## src/include/memory_config.svh

```systemverilog
`ifndef MEMORY_CONFIG_SVH
`define MEMORY_CONFIG_SVH

// RAM size in words, as an address width
// 10 bits gives 1024 words, 4 KiB
`define MEM_WORD_ADDR_WIDTH 10

// Peers sharing the data port
// Peer 0 is the core load/store port
// Peer 1 is the AXI4-Lite host port
`define MEM_PEER_COUNT 2

// Byte address adds the two offset bits
// plus the MMIO select on top
// so it is MEM_WORD_ADDR_WIDTH + 3 wide
// and MMIO is its most significant bit

`endif

```

## src/logic/MemoryTypes.sv

```systemverilog
`default_nettype none

`include "memory_config.svh"

package MemoryTypes;
	typedef logic [31:0] Word_t;
	typedef logic [`MEM_WORD_ADDR_WIDTH-1:0] WordAddress_t;

	// MMIO select, word address, byte offset
	typedef logic [`MEM_WORD_ADDR_WIDTH+2:0] ByteAddress_t;

	typedef logic [2:0] Funct3_t;  // RISC-V load/store width code

	typedef struct packed
	{
		logic write;  // Store when set
		Funct3_t funct3;
		ByteAddress_t address;
		Word_t data;  // Store data, ignored on loads
	} MemRequest_t;

	typedef struct packed
	{
		Word_t data;  // Extended load value
		logic fault;  // MMIO, misaligned or bad funct3
	} MemResponse_t;

	// Read-modify-write sequencer
	typedef enum logic [1:0]
	{
		IDLE,
		PRELOAD,  // Old word being read
		FINISH  // Response cycle
	} WrapperState_t;

	// Host transaction handler
	typedef enum logic [1:0]
	{
		AXI_IDLE,
		AXI_ISSUE,
		AXI_WAIT,
		AXI_RESPOND
	} AxiSlaveState_t;
endpackage

`default_nettype wire

```

## src/logic/DataPortArbiter.sv

```systemverilog
`timescale 1ns/1ps
`default_nettype none

`include "memory_config.svh"

module DataPortArbiter
(
	input logic clock,
	input logic reset,
	input logic [`MEM_PEER_COUNT-1:0] reqValid,
	input MemoryTypes::MemRequest_t requests [`MEM_PEER_COUNT],
	output logic [`MEM_PEER_COUNT-1:0] reqReady,
	output logic [`MEM_PEER_COUNT-1:0] respValid,
	output MemoryTypes::MemResponse_t responses [`MEM_PEER_COUNT],
	output logic opValid,
	output MemoryTypes::MemRequest_t op,
	input logic opReady,
	input logic opDone,
	input MemoryTypes::MemResponse_t response
);
	localparam int PEERS = `MEM_PEER_COUNT;
	localparam int INDEX_WIDTH = (PEERS > 1) ? $clog2(PEERS) : 1;

	logic [INDEX_WIDTH-1:0] lastGrant;  // Also the owner while busy
	logic [INDEX_WIDTH-1:0] winner;
	logic anyValid;
	logic busy;  // Operation outstanding in the wrapper
	logic grant;

	// Scan from furthest to nearest after lastGrant, nearest wins
	always_comb
	begin
		winner = lastGrant;
		anyValid = 1'b0;
		for (int i = PEERS; i >= 1; i--)
		begin
			if (reqValid[(int'(lastGrant) + i) % PEERS])
			begin
				winner = INDEX_WIDTH'((int'(lastGrant) + i) % PEERS);
				anyValid = 1'b1;
			end
		end
	end

	assign opValid = !busy && anyValid;
	assign op = requests[winner];
	assign grant = opValid && opReady;

	always_comb
	begin
		reqReady = '0;
		reqReady[winner] = grant;  // Only the winner sees ready
	end

	// Response goes back to the owner alone
	always_comb
	begin
		for (int p = 0; p < PEERS; p++)
		begin
			respValid[p] = opDone && lastGrant == INDEX_WIDTH'(p);
			responses[p] = response;
		end
	end

	always_ff @(posedge clock)
	begin
		if (reset)
		begin
			busy <= 1'b0;
			lastGrant <= INDEX_WIDTH'(PEERS - 1);  // Peer 0 first after reset
		end
		else if (grant)
		begin
			busy <= 1'b1;
			lastGrant <= winner;
		end
		else if (opDone)
			busy <= 1'b0;
	end

	// When every peer asks, the last winner waits its turn
	assert property (@(posedge clock) disable iff (reset)
		(grant && &reqValid) |-> !reqReady[lastGrant]);

	// Wrapper completion only for an operation this arbiter granted
	assert property (@(posedge clock) disable iff (reset) |respValid |-> busy);
endmodule: DataPortArbiter

`default_nettype wire

```

## config.mk

```make
export PLATFORM = sky130hd
export DESIGN_NAME = DataPortArbiter
export DESIGN_NICKNAME = d
export VERILOG_FILES = /design/src/logic/MemoryTypes.sv /design/src/logic/DataPortArbiter.sv
export VERILOG_INCLUDE_DIRS = /design/src /design/src/include
export SDC_FILE = /design/constraint.sdc
export NUM_CORES = 1
export LEC_CHECK = 0
export ABC_AREA = 1
export BUFFER_PORTS_ARGS = -buffer_cell sky130_fd_sc_hd__buf_2
export CORE_AREA = 2 2 100 102
export CTS_CLUSTER_SIZE = 14
export DETAILED_ROUTE_END_ITERATION = 8
export DIE_AREA = 0 0 102 104
export SLEW_MARGIN = 30
export SYNTH_ARGS = -nofsm -noshare
export SYNTH_HDL_FRONTEND = slang
export SYNTH_SLANG_ARGS = --single-unit
```

## constraint.sdc

```tcl
create_clock -name clock -period 0.9 [get_ports clock]
set_input_delay 0.045 -clock clock [delete_from_list [all_inputs] [get_ports clock]]
set_output_delay 0.045 -clock clock [all_outputs]
set_load 0.005 [all_outputs]
```

== Yosys cells after proc, flatten, opt, wreduce, memory -nomap -nowiden ==
Index checks and enable logic that the tools add are counted.

* Input bits: 137
* Logic and storage cells: 38
* Flip-flop bits (word level): 2

* Mux-type cells: 17
* Bitwise gates (word level): 5
* Reductions and logical operators: 7
* $lt $le $gt $ge: 5
* Add/subtract/negate cells: 2

{| class="wikitable"
|+ Operators by type and width
! kind !! number
|-
| $mux 49 || 3
|-
| $mux 1 || 13
|-
| $lt 2x3->1 const B || 2
|-
| $logic_and 1x1->1 || 5
|-
| $add 1x1->1 const B || 2
|-
| $and 1x1->1 const A || 2
|-
| $and 2x2->2 || 1
|-
| $ge 2x2->1 const B || 1
|-
| $lt 1x2->1 const B || 1
|-
| $not 1->2 || 1
|-
| $reduce_bool 2->1 || 1
|-
| $demux 1 s1 || 1
|-
| $ge 1x1->1 const B || 1
|-
| $logic_not 1->1 || 1
|-
| $not 1->1 || 1
|}

== Logic depth before layout (Yosys ltp) ==
* Depth after elaboration: 12
* Gate-level depth with buffers: 8

== Least setup slack after synthesis ==
No wires, ideal clock.

* Path kind: flip-flop to output port
* Start: register lastGrant
* End: output port op[24] (netlist bit)
* Cell stages (with the launch flop): 9
* Data arrival time: 947 ps
* Path buffers: 2
* Setup slack: -92 ps
* Required time: 855 ps
* Cell sequence: dfxtp_1 > inv_1 > nand2_1 > nand2_2 > inv_2 > buf_6 > buf_6 > nand2_1 > nand2_1

{| class="wikitable"
|+ RTL lines
! what !! line !! source
|-
| start, declared || DataPortArbiter.sv:24 || <nowiki>logic [INDEX_WIDTH-1:0] lastGrant;</nowiki>
|-
| start signal, assigned || DataPortArbiter.sv:70 || <nowiki>lastGrant <= INDEX_WIDTH'(PEERS - 1);</nowiki>
|-
| start signal, assigned || DataPortArbiter.sv:75 || <nowiki>lastGrant <= winner;</nowiki>
|-
| end, declared || DataPortArbiter.sv:16 || <nowiki>output MemoryTypes::MemRequest_t op,</nowiki>
|}

==> results by group <==
Placement
  • Post-DP Area: 0.00174 sq mm
  • Post-DP HPWL: 3.82 mm
  • Placer Congestion: 0.747
  • PortBufs: 157

Timing
  • Unrepaired setup endpoints after global routing: yes
  • Final hold vios: 0
  • Final worst slack: -397 ps
  • Worst Max-Slew Pin Slew: 186 ps
  • Crit share post-route: 144%
  • Tmin final: 1300 ps
  • Setup TNS: -18570 ps
  • Slew Viols, Final: 0
  • Max transition margin: 87.6%
  • Layout Skew: 0.790 ps
  • Fmax: 771 MHz
  • Hold Slack: 90.0 ps
  • Final Setup Violations: 53

Power and ir drop
  • Clock Power Share: 20.4%
  • Leakage: 1.30 nW
  • Net Switching: 678 uW
  • Sw Share: 39.3%
  • Sequential share of power: 6.1%
  • Worst ir drop on vdd: 715 uV
  • Combinational fraction of design power: 73.4%
  • PD cells: 876 mW/mm^2
  • Pint: 1.05 mW

Route
  • Initial DRC Count: 33
  • Via/cell ratio: 3.42
  • Antenna-violating nets left: 0
  • DRT Wirelength: 5.02 mm
  • Via Count: 1633
  • Drt drc: 0
  • DR pass1 iterations: 4
  • Routed len/inst: 10.5 um

Synthesis
  • Mean area per synthesized cell: 5.01 sq um
  • Mapped Cells: 249
  • Register area share after synthesis: 3.21%
  • Simple-gate portion of the synthesized area: 48.9%
  • Share of synthesized area spent on multiplexers: 0%
  • Cell area after synthesis: 0.00125 sq mm
  • Syn nets: 386
  • Main combinational cell family by area after synthesis: simple AND/OR/NAND/NOR gates
  • Synth Area in Adders: 0%
  • Synth Area in Compound Gates: 0.401%
  • Flops & latches, synth: 2
  • Synth warn: 0
  • Post-synthesis cell type count: 11
  • Post-synthesis xor/xnor area fraction: 0%

Final layout
  • Inserted Diodes: 0
  • Most frequent cells in the layout: buf_2, nand2_1, nand2_2
  • Most common cell after layout, fill and taps aside: buf_2
  • Net count, final: 483
  • Layout cells sized above 1: 56.1%
  • Core Util, Final: 20.6%
  • Design Area, Final: 0.00197 sq mm
  • Synthesis-to-finish area growth: 57.8%

Floorplan
  • IO Count: 257
  • Die Wd: 102 um
  • Die Span Y: 104 um
  • Core footprint: 0.00955 sq mm
  • FP Rows: 36
  • Full die area: 0.0106 sq mm
  • Initial Util: 13.1%

Hold path
  • Worst hold path class: in -> out
  • Hold Path Stages: 0

CTS
  • Clock buffer depth: 2
  • CTS tree: yes
  • CTS Buf Count: 3
  • Reg clk slew, reported paths: 30 ps
  • Clk sink count: 2
  • Worst-Skew Late Latency: 210 ps
  • CTS Root Cell: clkbuf_8
  • CTS HTree Levels: 1

Run status
  • Outcome: complete, but fails checks
  • Failing checks: setup timing

GRT
  • Initial antenna violation count: 0
  • Pin count of the biggest net entering global routing: 29
  • First-pass GRT wire length: 7.36 mm
  • GRT Total Usage: 8.65%
  • Vias in the first global route: 1553
  • Global route overflow: 0

Setup path
  • CP max FO: 6
  • Startpoint types: flop
  • Setup Crit Path Kind: reg -> out
  • Worst reg-to-reg path cell count: 6
  • Critical Path AT: 1250 ps
  • Critical path endpoint category: primary output
  • Required @ worst endpoint: 850 ps

Run
  • Max-cap violations: 0
## worst paths after layout
path / start / to / slack [ps]
setup / recovery: lastGrant$_SDFFE_PP1P_ / op[40] / -400
hold / removal: response[3] / responses[36] / 90
setup reg to reg: lastGrant$_SDFFE_PP1P_ / lastGrant$_SDFFE_PP1P_ / -60
hold reg to reg: busy$_SDFFE_PP0P_ / busy$_SDFFE_PP0P_ / 480
## through the flow
step,total power [mW],setup WS (ps),std cells
after floorplan,0.811,-57.6,249
after global routing,1.91,-480,477
after global placement,1.18,-206,469
after detailed placement,1.19,-223,469
after CTS,1.73,-426,477
final,1.73,-397,477
## critical path, stage by stage, from the launching register on
cell and delay (ps):
dfxtp_2 330, inv_2 40, nand2_2 60, nand2_4 110, buf_12 160, buf_16 130, nand2_1 50, nand2_1 40
buf_2 120
## metal layers
metal | share of wire [%] | global-route usage, % | routed length (um) | vias to the layer above
li1 | - | - | - | 859
met1 | 34 | 8.18 | 1710 | 648
met2 | 54 | 17.6 | 2700 | 112
met3 | 11 | 2.08 | 536 | 14
met4 | 1.5 | 2.57 | 75 | 0
met5 | 0 | 0 | 0 | -
## sequential cells by signal, summed over array words and instances (netlist names)
| signal | flops |
|---|---|
| lastGrant | 1 |
| busy | 1 |
## cell usage after synthesis
master | number | share of area, %
inv_1 | 8 | 2.4
nand2_1 | 153 | 46
nor2_1 | 4 | 1.2
buf_2 | 8 | 3.2
buf_4 | 66 | 40
dfxtp_1 | 2 | 3.2
a21oi_1 | 1 | 0.40
buf_6 | 2 | 1.8
nand3_1 | 3 | 1.2
inv_2 | 1 | 0.30
nand2_2 | 1 | 0.50
## area by class of cell
cell class / count / area, sq um
clock buffer: 3 / 41.3
multi-input combinational: 162 / 683
inverter: 9 / 41.3
tap: 133 / 166
timing repair buffer: 168 / 993
fill: 1127 / 7580
sequential: 2 / 42.5
## power by group through the flow
stage / sequential, mW / combinational (mW) / clock, mW
2_1_floorplan: 0.104 / 0.706 / 0
3_3_place_gp: 0.104 / 1.08 / 0
3_5_place_dp: 0.104 / 1.08 / 0
4_1_cts: 0.104 / 1.26 / 0.367
5_1_grt: 0.107 / 1.42 / 0.383
6_report: 0.105 / 1.27 / 0.353
## cell families after synthesis
| logic type | after synthesis |
|---|---|
| flip-flops | 2 |
| AO/OA/AOI/OAI | 1 |
| AND/OR/NAND/NOR | 161 |
| buffers and inverters | 85 |
## repair_timing
action / 4_1_cts / 5_1_grt
buffers inserted: 1 / 0
pin swaps: 3 / 1
hold endpoints to repair: 1 / 0
resized for setup: 19 / 11
cloned: 3 / 0
setup endpoints to repair: 54 / 55
hold buffers: 1 / 0
No activity file was read; power rests on OpenSTA's default activity.
