==> config.mk <==
export PLATFORM = sky130hd
export DESIGN_NAME = AxiLiteMemorySlave
export DESIGN_NICKNAME = d
export VERILOG_FILES = /design/src/logic/MemoryTypes.sv /design/src/logic/AxiLiteMemorySlave.sv
export VERILOG_INCLUDE_DIRS = /design/src /design/src/include
export SDC_FILE = /design/constraint.sdc
export NUM_CORES = 1
export LEC_CHECK = 0
export ABC_AREA = 1
export BUFFER_PORTS_ARGS = -buffer_cell sky130_fd_sc_hd__buf_2
export CORE_UTILIZATION = 37
export DETAILED_ROUTE_END_ITERATION = 10
export PLACE_DENSITY = 0.89
export SETUP_SLACK_MARGIN = 0.2
export SLEW_MARGIN = 20
export SYNTH_ARGS = -nofsm -noshare
export SYNTH_HDL_FRONTEND = slang
export SYNTH_SLANG_ARGS = --single-unit
==> constraint.sdc <==
create_clock -name clock -period 2.1 [get_ports clock]
set_input_delay 0.21 -clock clock [delete_from_list [all_inputs] [get_ports clock]]
set_output_delay 0.21 -clock clock [all_outputs]
set_load 0.03 [all_outputs]
==> src/include/memory_config.svh <==
`ifndef MEMORY_CONFIG_SVH
`define MEMORY_CONFIG_SVH

// RAM size in words, as an address width
// 10 bits gives 1024 words, 4 KiB
`define MEM_WORD_ADDR_WIDTH 10

// Peers sharing the data port
// Peer 0 is the core load/store port
// Peer 1 is the AXI4-Lite host port
`define MEM_PEER_COUNT 2

// Byte address adds the two offset bits
// plus the MMIO select on top
// so it is MEM_WORD_ADDR_WIDTH + 3 wide
// and MMIO is its most significant bit

`endif

==> src/logic/MemoryTypes.sv <==
`default_nettype none

`include "memory_config.svh"

package MemoryTypes;
	typedef logic [31:0] Word_t;
	typedef logic [`MEM_WORD_ADDR_WIDTH-1:0] WordAddress_t;

	// MMIO select, word address, byte offset
	typedef logic [`MEM_WORD_ADDR_WIDTH+2:0] ByteAddress_t;

	typedef logic [2:0] Funct3_t;  // RISC-V load/store width code

	typedef struct packed
	{
		logic write;  // Store when set
		Funct3_t funct3;
		ByteAddress_t address;
		Word_t data;  // Store data, ignored on loads
	} MemRequest_t;

	typedef struct packed
	{
		Word_t data;  // Extended load value
		logic fault;  // MMIO, misaligned or bad funct3
	} MemResponse_t;

	// Read-modify-write sequencer
	typedef enum logic [1:0]
	{
		IDLE,
		PRELOAD,  // Old word being read
		FINISH  // Response cycle
	} WrapperState_t;

	// Host transaction handler
	typedef enum logic [1:0]
	{
		AXI_IDLE,
		AXI_ISSUE,
		AXI_WAIT,
		AXI_RESPOND
	} AxiSlaveState_t;
endpackage

`default_nettype wire

==> src/logic/AxiLiteMemorySlave.sv <==
`timescale 1ns/1ps
`default_nettype none

module AxiLiteMemorySlave
(
	input logic clock,
	input logic reset,
	input logic awvalid,
	output logic awready,
	input MemoryTypes::ByteAddress_t awaddr,
	input logic wvalid,
	output logic wready,
	input MemoryTypes::Word_t wdata,
	input logic [3:0] wstrb,
	output logic bvalid,
	input logic bready,
	output logic [1:0] bresp,
	input logic arvalid,
	output logic arready,
	input MemoryTypes::ByteAddress_t araddr,
	output logic rvalid,
	input logic rready,
	output MemoryTypes::Word_t rdata,
	output logic [1:0] rresp,
	output logic reqValid,
	output MemoryTypes::MemRequest_t request,
	input logic reqReady,
	input logic respValid,
	input MemoryTypes::MemResponse_t response
);
	import MemoryTypes::*;

	localparam logic [1:0] RESP_OKAY = 2'b00;
	localparam logic [1:0] RESP_SLVERR = 2'b10;
	localparam Funct3_t FUNCT3_WORD = 3'b010;  // Host only moves whole words

	AxiSlaveState_t state;
	logic isWrite;
	logic errorFlag;  // SLVERR on the way out
	ByteAddress_t heldAddress;
	Word_t heldData;  // Write data, then read data

	// Reads win when both arrive, writes need AW and W together
	assign arready = state == AXI_IDLE && arvalid;
	assign awready = state == AXI_IDLE && !arvalid && awvalid && wvalid;
	assign wready = awready;

	always_ff @(posedge clock)
	begin
		if (reset)
		begin
			state <= AXI_IDLE;
			isWrite <= 1'b0;
		end
		else
		begin
			case (state)
				AXI_IDLE:
					if (arready)
					begin
						state <= AXI_ISSUE;
						isWrite <= 1'b0;
					end
					else if (awready)
					begin
						state <= (&wstrb) ? AXI_ISSUE : AXI_RESPOND;  // Partial strobe refused
						isWrite <= 1'b1;
					end
				AXI_ISSUE: if (reqReady) state <= AXI_WAIT;
				AXI_WAIT: if (respValid) state <= AXI_RESPOND;
				AXI_RESPOND: if (isWrite ? bready : rready) state <= AXI_IDLE;
				default: state <= AXI_IDLE;
			endcase
		end
	end

	always_ff @(posedge clock)
	begin
		if (arready)
		begin
			heldAddress <= araddr;
			errorFlag <= 1'b0;
		end
		else if (awready)
		begin
			heldAddress <= awaddr;
			heldData <= wdata;
			errorFlag <= !(&wstrb);
		end
		else if (state == AXI_WAIT && respValid)
		begin
			errorFlag <= response.fault;  // MMIO address lands here
			if (!isWrite)
				heldData <= response.data;
		end
	end

	assign reqValid = state == AXI_ISSUE;
	assign request = '{write: isWrite, funct3: FUNCT3_WORD, address: heldAddress, data: heldData};

	assign bvalid = state == AXI_RESPOND && isWrite;
	assign rvalid = state == AXI_RESPOND && !isWrite;
	assign bresp = errorFlag ? RESP_SLVERR : RESP_OKAY;
	assign rresp = errorFlag ? RESP_SLVERR : RESP_OKAY;
	assign rdata = heldData;

	// Arbiter answers only while a request is outstanding
	assert property (@(posedge clock) disable iff (reset) respValid |-> state == AXI_WAIT);
endmodule: AxiLiteMemorySlave

`default_nettype wire

Word-level counts from Yosys, hierarchy flattened

Index checks and enable logic that the tools add are counted.
W data, S select, Z words.

Word-level logic and storage cells: 49
Memories kept: 0
Memory bits (writable): 0
Output and inout port bits: 91
Input bits: 104
ROM bits: 0
Latch bits: 0
Bits in registers: 49

Equal/unequal tests: 8
Mux-type cells: 18
Shifts and indexed selects: 0
Bitwise logic cells: 1
Div/mod/pow operators: 0
Add/sub/neg operators: 0
$mul: 0
Reduce and logical (&&, ||, !) cells: 17
Order comparisons: 0

Operator list:

| operator             | count |
|---|---|
| $mux W32             | 3 |
| $mux W13             | 2 |
| $mux W2              | 7 |
| $pmux W2 S4          | 1 |
| $reduce_and A4 Y1    | 2 |
| $logic_and A1 B1 Y1  | 7 |
| $ne A2 B2 Y1 const B | 3 |
| $mux W1              | 5 |
| $eq A2 B2 Y1 const B | 2 |
| $reduce_bool A2 Y1   | 2 |
| $logic_not A1 Y1     | 3 |
| $ne A3 B3 Y1 const B | 1 |
| $reduce_and A3 Y1    | 1 |
| $eq A2 B1 Y1 const B | 1 |
| $logic_not A2 Y1     | 1 |
| $ne A2 B1 Y1 const B | 1 |
| $reduce_and A2 Y1    | 1 |
| $not A1 Y1           | 1 |

Logic depth before layout (Yosys ltp)

Gate-level depths: netlist (run 1).

Depth in word-level cells: 7
Gate-level depth with buffers: 8
Gate-level depth less buffers: 8

Worst setup path after synthesis (run 1)

OpenSTA, ideal clock, no wires.

Kind: reg-to-reg
Start point: register state[0]
End point: register heldData[0], in the netlist rdata[0] (enable)
Stages on the path, launching flop included: 8
Period minus slack after synthesis: 2.050 ns
Required time: 1.718 ns
Buffers on the path: 1
Arrival time: 1.668 ns
Setup time: 0.382 ns
Path slack: 0.050 ns
Cell sequence: dfxtp_1 -> inv_1 -> ha_1 -> nand2_2 -> nor2_8 -> inv_4 -> buf_6 -> a21oi_4

Cells in the longest elaborated chain, start to end: 6
Elaborated cells on any way between the ends: 11
Those cells by class: eq/ne (2); bitwise (1); reduce/logical (8)

RTL lines:

| what                                                         | RTL line                                           | RTL |
|---|---|---|
| from (decl)                                                  | AxiLiteMemorySlave.sv:37                           | `AxiSlaveState_t state;` |
| from (signal assigned)                                       | AxiLiteMemorySlave.sv:66                           | `state <= (&wstrb) ? AXI_ISSUE : AXI_RESPOND;` |
| $logic_not A2 Y1                                             | AxiLiteMemorySlave.sv:44, AxiLiteMemorySlave.sv:45 |  |
| $logic_and A1 B1 Y1 (3 in series)                            | AxiLiteMemorySlave.sv:45                           | `assign awready = state == AXI_IDLE && !arvalid && awvalid && wvalid;` |
| $ne A2 B2 Y1 (no line) or $reduce_bool A2 Y1 (tied branches) | -                                                  |  |
| $reduce_and A3 Y1 (no line) (*)                              | -                                                  |  |
| to (signal assigned)                                         | AxiLiteMemorySlave.sv:87                           | `heldData <= wdata;` |
| to (signal assigned)                                         | AxiLiteMemorySlave.sv:94                           | `heldData <= response.data;` |
| to (decl)                                                    | AxiLiteMemorySlave.sv:41                           | `Word_t heldData;` |

Every way passes the cells marked *; elsewhere a longest branch is shown, timed or not.
A chain may end at the register's enable or synchronous reset.

Worst setup path after layout (run 1)

Start point: register state[1]
End point: output port wready

Cells in the longest elaborated chain, start to end: 4

RTL lines:

| what                              | RTL line                 | RTL |
|---|---|---|
| $logic_not A2 Y1                  | AxiLiteMemorySlave.sv:45 |  |
| $logic_and A1 B1 Y1 (3 in series) | AxiLiteMemorySlave.sv:45 |  |
| to (decl)                         | AxiLiteMemorySlave.sv:12 | `output logic wready,` |

Every way passes these cells.

==> flow_metrics.py, run 1 <==
metrics = {
    "timing": {
        "slew_headroom": 0.6187,
        "period_needed_ns": 1.795,
        "slew_violations": 0,
        "timing.setup.tns_ns": 0,
        "clock.fmax_mhz": 557.2,
        "worst_pin_slew_ns": 0.5706,
        "rsz0062_at_grt": "false",
        "hold_violations": 0,
        "finalClockSkew_ns": 0.007583,
        "whs_ns": 0.09581,
        "setup_violations": 0,
        "timing.final.crit_share": 0.8546,
    },
    "die": {
        "rows": 30,
        "io_pins": 195,
        "core_area_sq_um": 6832,
        "die_x_microns": 86.33,
        "initial_core_util": 0.3852,
        "die_area_sq_um": 7453,
        "die_height_microns": 86.33,
    },
    "cts": {
        "numCtsBuffers": 5,
        "clk_latency_ns": 0.30,
        "path_clk_slew_ns": 0.09,
        "cts.root.buffer_cell": "clkbuf_8",
        "post_cts_buffers": 0,
        "clock_sinks": 49,
        "cts_tree": "done",
        "cts_buffer_depth": 2,
        "h-tree-depth": 2,
    },
    "logic_synthesis": {
        "synth_cell_type_count": 18,
        "netlist_instances": 292,
        "ys_warn_count": 0,
        "seq_area_frac_synth": 0.5440,
        "ys_seq_elements": 49,
        "avgSynthCellArea_sq_um": 9.011,
        "syn_area_sq_um": 2631,
    },
    "placed_design": {
        "dpl_cell_area_sq_um": 3391,
        "hpwl_microns": 5121,
        "io_buffer_count": 189,
        "place_congestion": 0.7221,
    },
    "finish": {
        "multi_input_area_sq_um": 789.5,
        "final_cell_mix": "189 x buf_2, 151 x nand2_1, 45 x edfxtp_1",
        "design_area_sq_um": 3536,
        "diodes": 0,
        "drive_gt1_frac": 0.4743,
        "regArea_sq_um": 1434,
        "areaGrowthSynthToFinish_pct": 34.38,
        "final_net_count": 554,
        "fill_cells": 650,
        "final_common_cell": "buf_2",
    },
    "route": {
        "drt_pass1_iterations": 4,
        "viasPerCell": 4.401,
        "wl_microns": 6452,
        "vias": 2390,
        "ant_nets": 0,
        "routedWlPerCell_microns": 11.88,
        "drc": 0,
        "drtIter0Drc": 81,
    },
    "setup_path": {
        "r2r_slack_ns": 0.42,
        "cp_max_fo": 34,
        "worstSetupPathType": "reg -> out",
        "crit_path_end_kind": "output port",
        "r2r_start": "state[1]",
        "timing.rr.end": "heldAddress[2]",
        "worstPathArrival_ns": 1.58,
        "worstSetupStartpointType": "flip-flop",
        "crit_required_ns": 1.89,
        "reg2regPathDepth": 6,
    },
    "power": {
        "switchingPower_mw": 1.603,
        "power_frac_clock": 0.205,
        "p_sw_frac": 0.4082,
        "p_comb_frac": 0.425,
        "pwr_density_cell_nw_per_um2": 1110,
        "leakagePower_nw": 1.902,
        "irDropWorstVdd_mv": 0.6318,
        "seq_power_share": 0.371,
        "p_int_mw": 2.324,
    },
    "worst_hold_path": {
        "min_from": "reset",
        "worstHoldPathType": "in -> reg",
        "hold-path-endpoint": "isWrite",
        "whs_path_depth": 2,
    },
    "grt": {
        "grt_pass1_vias": 2283,
        "grt_max_degree": 35,
        "grt_first_pass_wirelength_microns": 9708,
        "gr-total-overflow": 0,
        "track_usage": 0.1691,
        "antenna_found_initial": 0,
    },
    "flow_run": {
        "maxCapViolCount": 0,
    },
    "status": {
        "status": "complete, no violations",
    },
}
==> what timing repair did <==
| action | CTS | global route |
|---|---|---|
| gates cloned | 0 | 0 |
| pin swaps | 0 | 0 |
| hold buffers | 0 | 0 |
| setup endpoints to repair | 2 | 2 |
| resized for setup | 1 | 1 |
==> critical path, cell delays in order, from the launching register on <==
cell     delay [ns]
dfxtp_2        0.35
inv_2          0.09
ha_4           0.17
nand2_4        0.07
nor2_8         0.13
buf_8          0.23
buf_2          0.24
==> state kept, by name (all words and copies together) (netlist names) <==
name         count
rdata           32
heldAddress     13
state            2
errorFlag        1
isWrite          1
==> power by group through the flow <==
stage | Sequential (mW) | Clock (mW) | Combinational [mW]
2_1_floorplan | 1.78 | 0 | 1.01
3_3_place_gp | 1.47 | 0 | 1.62
3_5_place_dp | 1.48 | 0 | 1.68
4_1_cts | 1.46 | 0.826 | 1.68
5_1_grt | 1.47 | 0.861 | 1.81
6_report | 1.46 | 0.803 | 1.67
==> cell usage after synthesis <==
| cell type | count | area share |
|---|---|---|
| buf_4 | 44 | 0.13 |
| inv_1 | 13 | 0.019 |
| buf_6 | 4 | 0.017 |
| inv_4 | 1 | 0.0024 |
| ha_1 | 4 | 0.019 |
| inv_2 | 1 | 0.0014 |
| nor2_1 | 11 | 0.016 |
| buf_2 | 1 | 0.0019 |
| conb_1 | 2 | 0.0029 |
| nor2_8 | 1 | 0.0076 |
| o21ai_0 | 1 | 0.0019 |
| a21oi_4 | 2 | 0.012 |
| dfxtp_1 | 4 | 0.030 |
| nand2_1 | 151 | 0.22 |
| nand2_2 | 1 | 0.0024 |
| nand3_1 | 5 | 0.0095 |
| edfxtp_1 | 45 | 0.51 |
| o22ai_1 | 1 | 0.0024 |
==> cells by family (layout without fill, tap and decap cells) <==
family / Yosys count / in the layout / synth area share
other: 2 / 5 / 0.002854
DFF: 49 / 49 / 0.5440
AOI/OAI and AO/OA: 4 / 4 / 0.01664
buffers and inverters: 64 / 216 / 0.1669
and+or+nand+nor: 169 / 169 / 0.2506
adders and majority gates: 4 / 4 / 0.01902
==> worst max path at each step <==
stage | from | endpoint | slack (ns) | cells past startpoint
final | state[1] | wready | 0.31 | 6
after floorplan | state[1] | rdata[0] | 0.14 | 7
after detailed placement | state[1] | heldAddress[2] | 0.44 | 6
after global placement | state[1] | heldAddress[0] | 0.50 | 6
after global routing | state[1] | wready | 0.22 | 6
after CTS | state[1] | wready | 0.25 | 6
==> metrics by stage <==
step	utilization	total power [mW]	setup WS, ns	std cells
after detailed placement	0.4963	3.154	0.4370	535
after floorplan	-	2.788	0.1413	295
after global routing	0.5176	4.146	0.2237	543
final	0.5176	3.926	0.3054	543
after global placement	0.4963	3.093	0.4974	535
after CTS	0.5170	3.965	0.2474	543
==> cell type report <==
cell class / count / share of cell area
tap: 96 / 0.03397
inverter: 15 / 0.01663
clock inverter: 3 / 0.01946
clock buffer: 5 / 0.01946
timing repair buffer: 193 / 0.2817
sequential: 49 / 0.4055
multi-input combinational: 182 / 0.2233
==> metal layers <==
layer | track usage | vias to the layer above | wire length, microns
met4 | 0.06364 | 0 | 114
met3 | 0.03905 | 14 | 497
met1 | 0.1660 | 1067 | 2369
met2 | 0.3391 | 139 | 3471
met5 | 0 | - | 0
li1 | - | 1170 | -
Power figures use the tool's default switching activity.
==> inputs of run 2 (changes only) <==
REMOVE_ABC_BUFFERS = 1   (was default)
==> flow_metrics.py, run 2 (same netlist as run 1, synthesis figures left out) <==
metrics = {
    "finish": {
        "final_common_cell": "buf_2",
        "final_cell_mix": "187 x buf_2, 150 x nand2_1, 45 x edfxtp_1",
        "drive_gt1_frac": 0.4722,
        "diodes": 0,
        "areaGrowthSynthToFinish_pct": 34.90,
        "final_net_count": 557,
        "largest_reg_flops": 32,
    },
    "setup_path": {
        "startpoint": "state[1]",
        "crit_required_ns": 1.89,
        "r2r_slack_ns": 0.40,
        "slowest_delay_ns": 0.35,
        "cp_max_fo": 17,
        "reg2regPathDepth": 7,
        "worstPathArrival_ns": 1.56,
        "r2r_start": "state[1]",
        "cp.buffers_inverters": 3,
        "worstSetupStartpointType": "flip-flop",
        "slowest_stage": "dfxtp_1",
        "worstSetupPathType": "reg -> out",
        "path_cells": "inv_1, ha_4, nand2_2, nor2_8, buf_12, clkbuf_4",
        "crit_path_end_kind": "output port",
        "timing.rr.end": "rdata[18]",
        "critPathTopFamily": "buffers and inverters",
    },
    "worst_hold_path": {
        "worstHoldPathType": "in -> reg",
        "min_from": "reset",
        "hold-path-endpoint": "isWrite",
        "whs_path_depth": 2,
    },
    "route": {
        "ant_nets": 0,
        "vias": 2380,
        "viasPerCell": 4.367,
        "wl_microns": 6547,
        "drt_pass1_iterations": 4,
        "routedWlPerCell_microns": 12.01,
        "drc": 0,
        "drtIter0Drc": 58,
    },
    "timing": {
        "hold_violations": 0,
        "whs_ns": 0.1088,
        "period_needed_ns": 1.766,
        "timing.final.crit_share": 0.8407,
        "finalClockSkew_ns": 0.006715,
        "rsz0062_at_grt": "false",
        "clock.fmax_mhz": 566.4,
        "setup_violations": 0,
        "slew_violations": 0,
    },
    "die": {
        "io_pins": 195,
        "die_area_sq_um": 7453,
        "die_height_microns": 86.33,
        "rows": 30,
        "core_area_sq_um": 6832,
        "initial_core_util": 0.3852,
        "die_x_microns": 86.33,
    },
    "cts": {
        "postCtsHoldBufs": 0,
        "path_clk_slew_ns": 0.08,
        "cts_buffer_depth": 2,
        "cts.root.buffer_cell": "clkbuf_8",
        "numCtsBuffers": 5,
        "h-tree-depth": 2,
        "clock_sinks": 49,
        "cts_tree": "done",
        "clk_latency_ns": 0.29,
    },
    "placed_design": {
        "place_congestion": 0.7946,
        "hpwl_microns": 5053,
        "io_buffer_count": 189,
    },
    "power": {
        "finalPower_mw": 3.785,
        "pwr_density_cell_nw_per_um2": 1066,
        "irDropWorstVdd_mv": 0.5715,
        "leakagePower_nw": 1.904,
    },
    "grt": {
        "grt_max_degree": 35,
        "grt_pass1_vias": 2210,
        "track_usage": 0.1621,
        "antenna_found_initial": 0,
        "gr-total-overflow": 0,
        "grt_first_pass_wirelength_microns": 9397,
    },
    "flow_run": {
        "maxCapViolCount": 0,
    },
    "status": {
        "status": "complete, no violations",
    },
}
## run 2: cell type report
type | count | area [sq um]
sequential | 49 | 1431
clock buffer | 5 | 68.82
timing repair buffer | 196 | 1046
tap | 96 | 120.1
fill | 661 | 3282
inverter | 15 | 61.31
multi-input combinational | 182 | 787.0
clock inverter | 2 | 35.03
## run 2: per-layer routing
layer	wire (microns)	GRT usage	vias up
met5	0	0	-
met4	142	0.06515	0
met3	350	0.02857	18
met2	3531	0.3189	115
met1	2523	0.1682	1069
li1	-	-	1178
## run 2: worst max path at each step
| stage | endpoint | cells after the start | slack (ns) |
|---|---|---|---|
| floorplan | rdata[0] | 6 | -0.32 |
| global placement | heldAddress[10] | 6 | 0.33 |
| detailed placement | heldAddress[10] | 6 | 0.20 |
| CTS | wready | 6 | 0.19 |
| global route | awready | 6 | 0.23 |
| finish | wready | 6 | 0.33 |
## run 2: where the power goes
group,leakage [nW],switching (mW),internal (mW)
Sequential,0.451,0.0880,1.35
Clock,0.0540,0.299,0.347
Combinational,1.40,1.19,0.504
## run 2: stage by stage
step | cell area (sq um) | worst slack (ns) | setup TNS [ns] | cells | util
2_1_floorplan | 2262 | -0.3248 | -10.76 | 246 | -
3_3_place_gp | 3378 | 0.3299 | 0 | 536 | 0.4945
3_5_place_dp | 3378 | 0.2043 | 0 | 536 | 0.4945
4_1_cts | 3497 | 0.1929 | 0 | 543 | 0.5119
5_1_grt | 3550 | 0.2312 | 0 | 545 | 0.5196
6_report | 3550 | 0.3344 | 0 | 545 | 0.5196
## run 2: timing repair
action | in CTS | in global routing
resized for setup | 4 | 6
pin swaps | 0 | 1
gates cloned | 0 | 1
endpoints found under the setup margin | 8 | 27
buffers inserted | 0 | 1
==> inputs of run 3 (changes only) <==
ABC_AREA = 0   (was 1)
CORE_UTILIZATION = 36   (was 37)
PLACE_DENSITY = 0.88   (was 0.89)
clock period = 1.5 ns   (was 2.1 ns; I/O delays follow)
==> flow_metrics.py, run 3 <==
metrics = {
    "status": {
        "status": "finished, violations left",
        "violations": "DRC, setup timing",
    },
    "timing": {
        "rsz0062_at_grt": "true",
        "period_needed_ns": 1.695,
        "clock.fmax_mhz": 589.9,
        "finalClockSkew_ns": 0.004567,
        "hold_violations": 0,
        "slew_violations": 0,
        "setup_violations": 95,
        "timing.final.crit_share": 1.130,
        "finalWorstSetupSlack_ns": -0.1953,
    },
    "die": {
        "initial_core_util": 0.3717,
        "core_area_sq_um": 6756,
        "die_x_microns": 85.52,
        "die_area_sq_um": 7314,
        "rows": 30,
        "die_height_microns": 85.52,
        "io_pins": 195,
    },
    "worst_hold_path": {
        "worstHoldPathType": "in -> reg",
        "min_from": "reset",
        "whs_path_depth": 2,
        "hold-path-endpoint": "isWrite",
    },
    "route": {
        "viasPerCell": 4.569,
        "routedWlPerCell_microns": 14.75,
        "ant_nets": 0,
        "drtIter0Drc": 60,
        "drc": 2,
        "drt_pass1_iterations": 9,
        "wl_microns": 6666,
        "vias": 2065,
    },
    "finish": {
        "final_util": 0.6122,
        "final_cell_mix": "183 x buf_2, 45 x edfxtp_1, 35 x mux2_2",
        "drive_gt1_frac": 0.8172,
        "fill_cells": 548,
        "areaGrowthSynthToFinish_pct": 64.72,
        "final_net_count": 479,
        "largest_reg_flops": 32,
        "final_cells": 452,
        "diodes": 0,
        "final_common_cell": "buf_2",
    },
    "logic_synthesis": {
        "yosys.area.top_type": "edfxtp_1",
        "seq_area_frac_synth": 0.5700,
        "netlist_instances": 176,
        "yosys_most_used_dff": "edfxtp_1",
        "synth-edff-count": 45,
        "avgSynthCellArea_sq_um": 14.27,
        "ys_seq_elements": 49,
        "async_flop_share": 0,
        "synth.top_cell.area_share": 0.5381,
        "syn_area_sq_um": 2511,
        "ys_top_cells_by_count": "45 x edfxtp_1, 45 x mux2_2, 41 x buf_4",
        "synth_cell_type_count": 23,
        "yosys-top-cells-area": "edfxtp_1 54%, mux2_2 20%, buf_4 12%",
        "ys_warn_count": 0,
    },
    "setup_path": {
        "slowest_stage": "dfxtp_2",
        "reg2regPathDepth": 7,
        "timing.rr.end": "rdata[16]",
        "crit_path_end_kind": "flip-flop",
        "cp_max_fo": 6,
        "worstSetupStartpointType": "flip-flop",
        "path_cells": "inv_2, ha_4, nor2b_4, nand3_4, buf_12, clkbuf_16, mux2_2",
        "r2r_slack_ns": -0.20,
        "crit_required_ns": 1.55,
        "worstSetupPathType": "reg -> reg",
        "slowest_delay_ns": 0.34,
        "r2r_start": "state[1]",
        "worstPathArrival_ns": 1.75,
    },
    "placed_design": {
        "placed_cells": 418,
        "hpwl_microns": 4714,
        "io_buffer_count": 189,
        "place_congestion": 0.7958,
    },
    "cts": {
        "h-tree-depth": 2,
        "cts_tree": "done",
        "clock_sinks": 49,
        "cts.root.buffer_cell": "clkbuf_8",
        "cts_buffer_depth": 2,
        "path_clk_slew_ns": 0.09,
        "clk_latency_ns": 0.29,
        "numCtsBuffers": 5,
    },
    "power": {
        "leakagePower_nw": 1.946,
        "finalPower_mw": 6.221,
        "pwr_density_cell_nw_per_um2": 1504,
        "irDropWorstVdd_mv": 0.6634,
    },
    "grt": {
        "antenna_found_initial": 0,
        "grt_pass1_vias": 1894,
        "track_usage": 0.1609,
        "grt_max_degree": 15,
        "gr-total-overflow": 0,
        "grt_first_pass_wirelength_microns": 8887,
    },
    "flow_run": {
        "maxCapViolCount": 0,
    },
}
## run 3: changes by cell type after synthesis, sizes merged, moves of 3 or more
cell   delta
nor2     -11
nand2   -146
a21oi     +3
mux2     +45
buf       -4
inv      -10
nand3     -4
## run 3: through the flow
stage	setup TNS (ns)	hold WS (ns)	area [sq um]	worst slack, ns
final	-14.15	0.05744	4136	-0.1953
after global routing	-19.88	0.05787	4136	-0.2554
after CTS	-12.88	0.04280	3874	-0.1815
after detailed placement	-20.57	0.3681	3427	-0.2752
after global placement	-14.44	0.3565	3427	-0.1947
after floorplan	-93.46	0.2191	2195	-1.969
## run 3: how the worst max path moves through the flow
stage,from,to,slack [ns],cells past startpoint
2_1_floorplan,state[0],rdata[0],-1.97,5
3_3_place_gp,state[1],rdata[4],-0.19,6
3_5_place_dp,state[1],rdata[27],-0.28,6
4_1_cts,state[1],rdata[24],-0.18,7
5_1_grt,state[1],rdata[24],-0.26,7
6_report,state[1],rdata[16],-0.20,7
## run 3: repair_timing
item | 4_1_cts | 5_1_grt
gates resized for setup | 43 | 25
setup endpoints to repair | 100 | 100
pin swaps | 5 | 5
cloned | 3 | 5
hold buffers | 0 | 0
setup buffers | 12 | 6
## run 3: cell families after synthesis
| group | count (synthesis) | synth area share |
|---|---|---|
| AO/OA/AOI/OAI | 9 | 0.02442 |
| adder cells (fa/ha/maj) | 4 | 0.01993 |
| buffers and inverters | 51 | 0.1395 |
| flip-flops | 49 | 0.5700 |
| multiplexers | 47 | 0.2098 |
| other | 2 | 0.002991 |
| AND/OR/NAND/NOR | 14 | 0.03339 |
## run 3: final cells by class
class	count	area, sq um	share of cell area
flip-flops and latches	49	1434	0.3466
repair buffers	230	1560	0.3772
clock buffers	6	72.57	0.01754
multi-input cells	79	900.9	0.2178
well taps	80	100.1	0.02420
inverters	6	35.03	0.008469
clock inverters	2	33.78	0.008167
## run 3: worst max-delay path, delay by kind of cell (launching register included)
kind                       cells  cell delay, ns
muxes                          1            0.26
buffers and inverters          3            0.40
and+or+nand+nor                2            0.31
DFF                            1            0.34
adders and majority gates      1            0.14
## run 3: routing by layer
metal | share of wire | up-vias | global-route usage | wire [microns]
met5 | 0 | - | 0 | 0
met4 | 0.024 | 0 | 0.07273 | 160
met3 | 0.051 | 16 | 0.02310 | 340
met2 | 0.54 | 112 | 0.2851 | 3574
met1 | 0.39 | 959 | 0.1942 | 2591
li1 | - | 978 | - | -
## run 3: report_power, final
group / switching, mW / internal [mW]
clock network: 0.427 / 0.493
logic: 1.73 / 1.59
registers: 0.110 / 1.87
total: 2.27 / 3.95
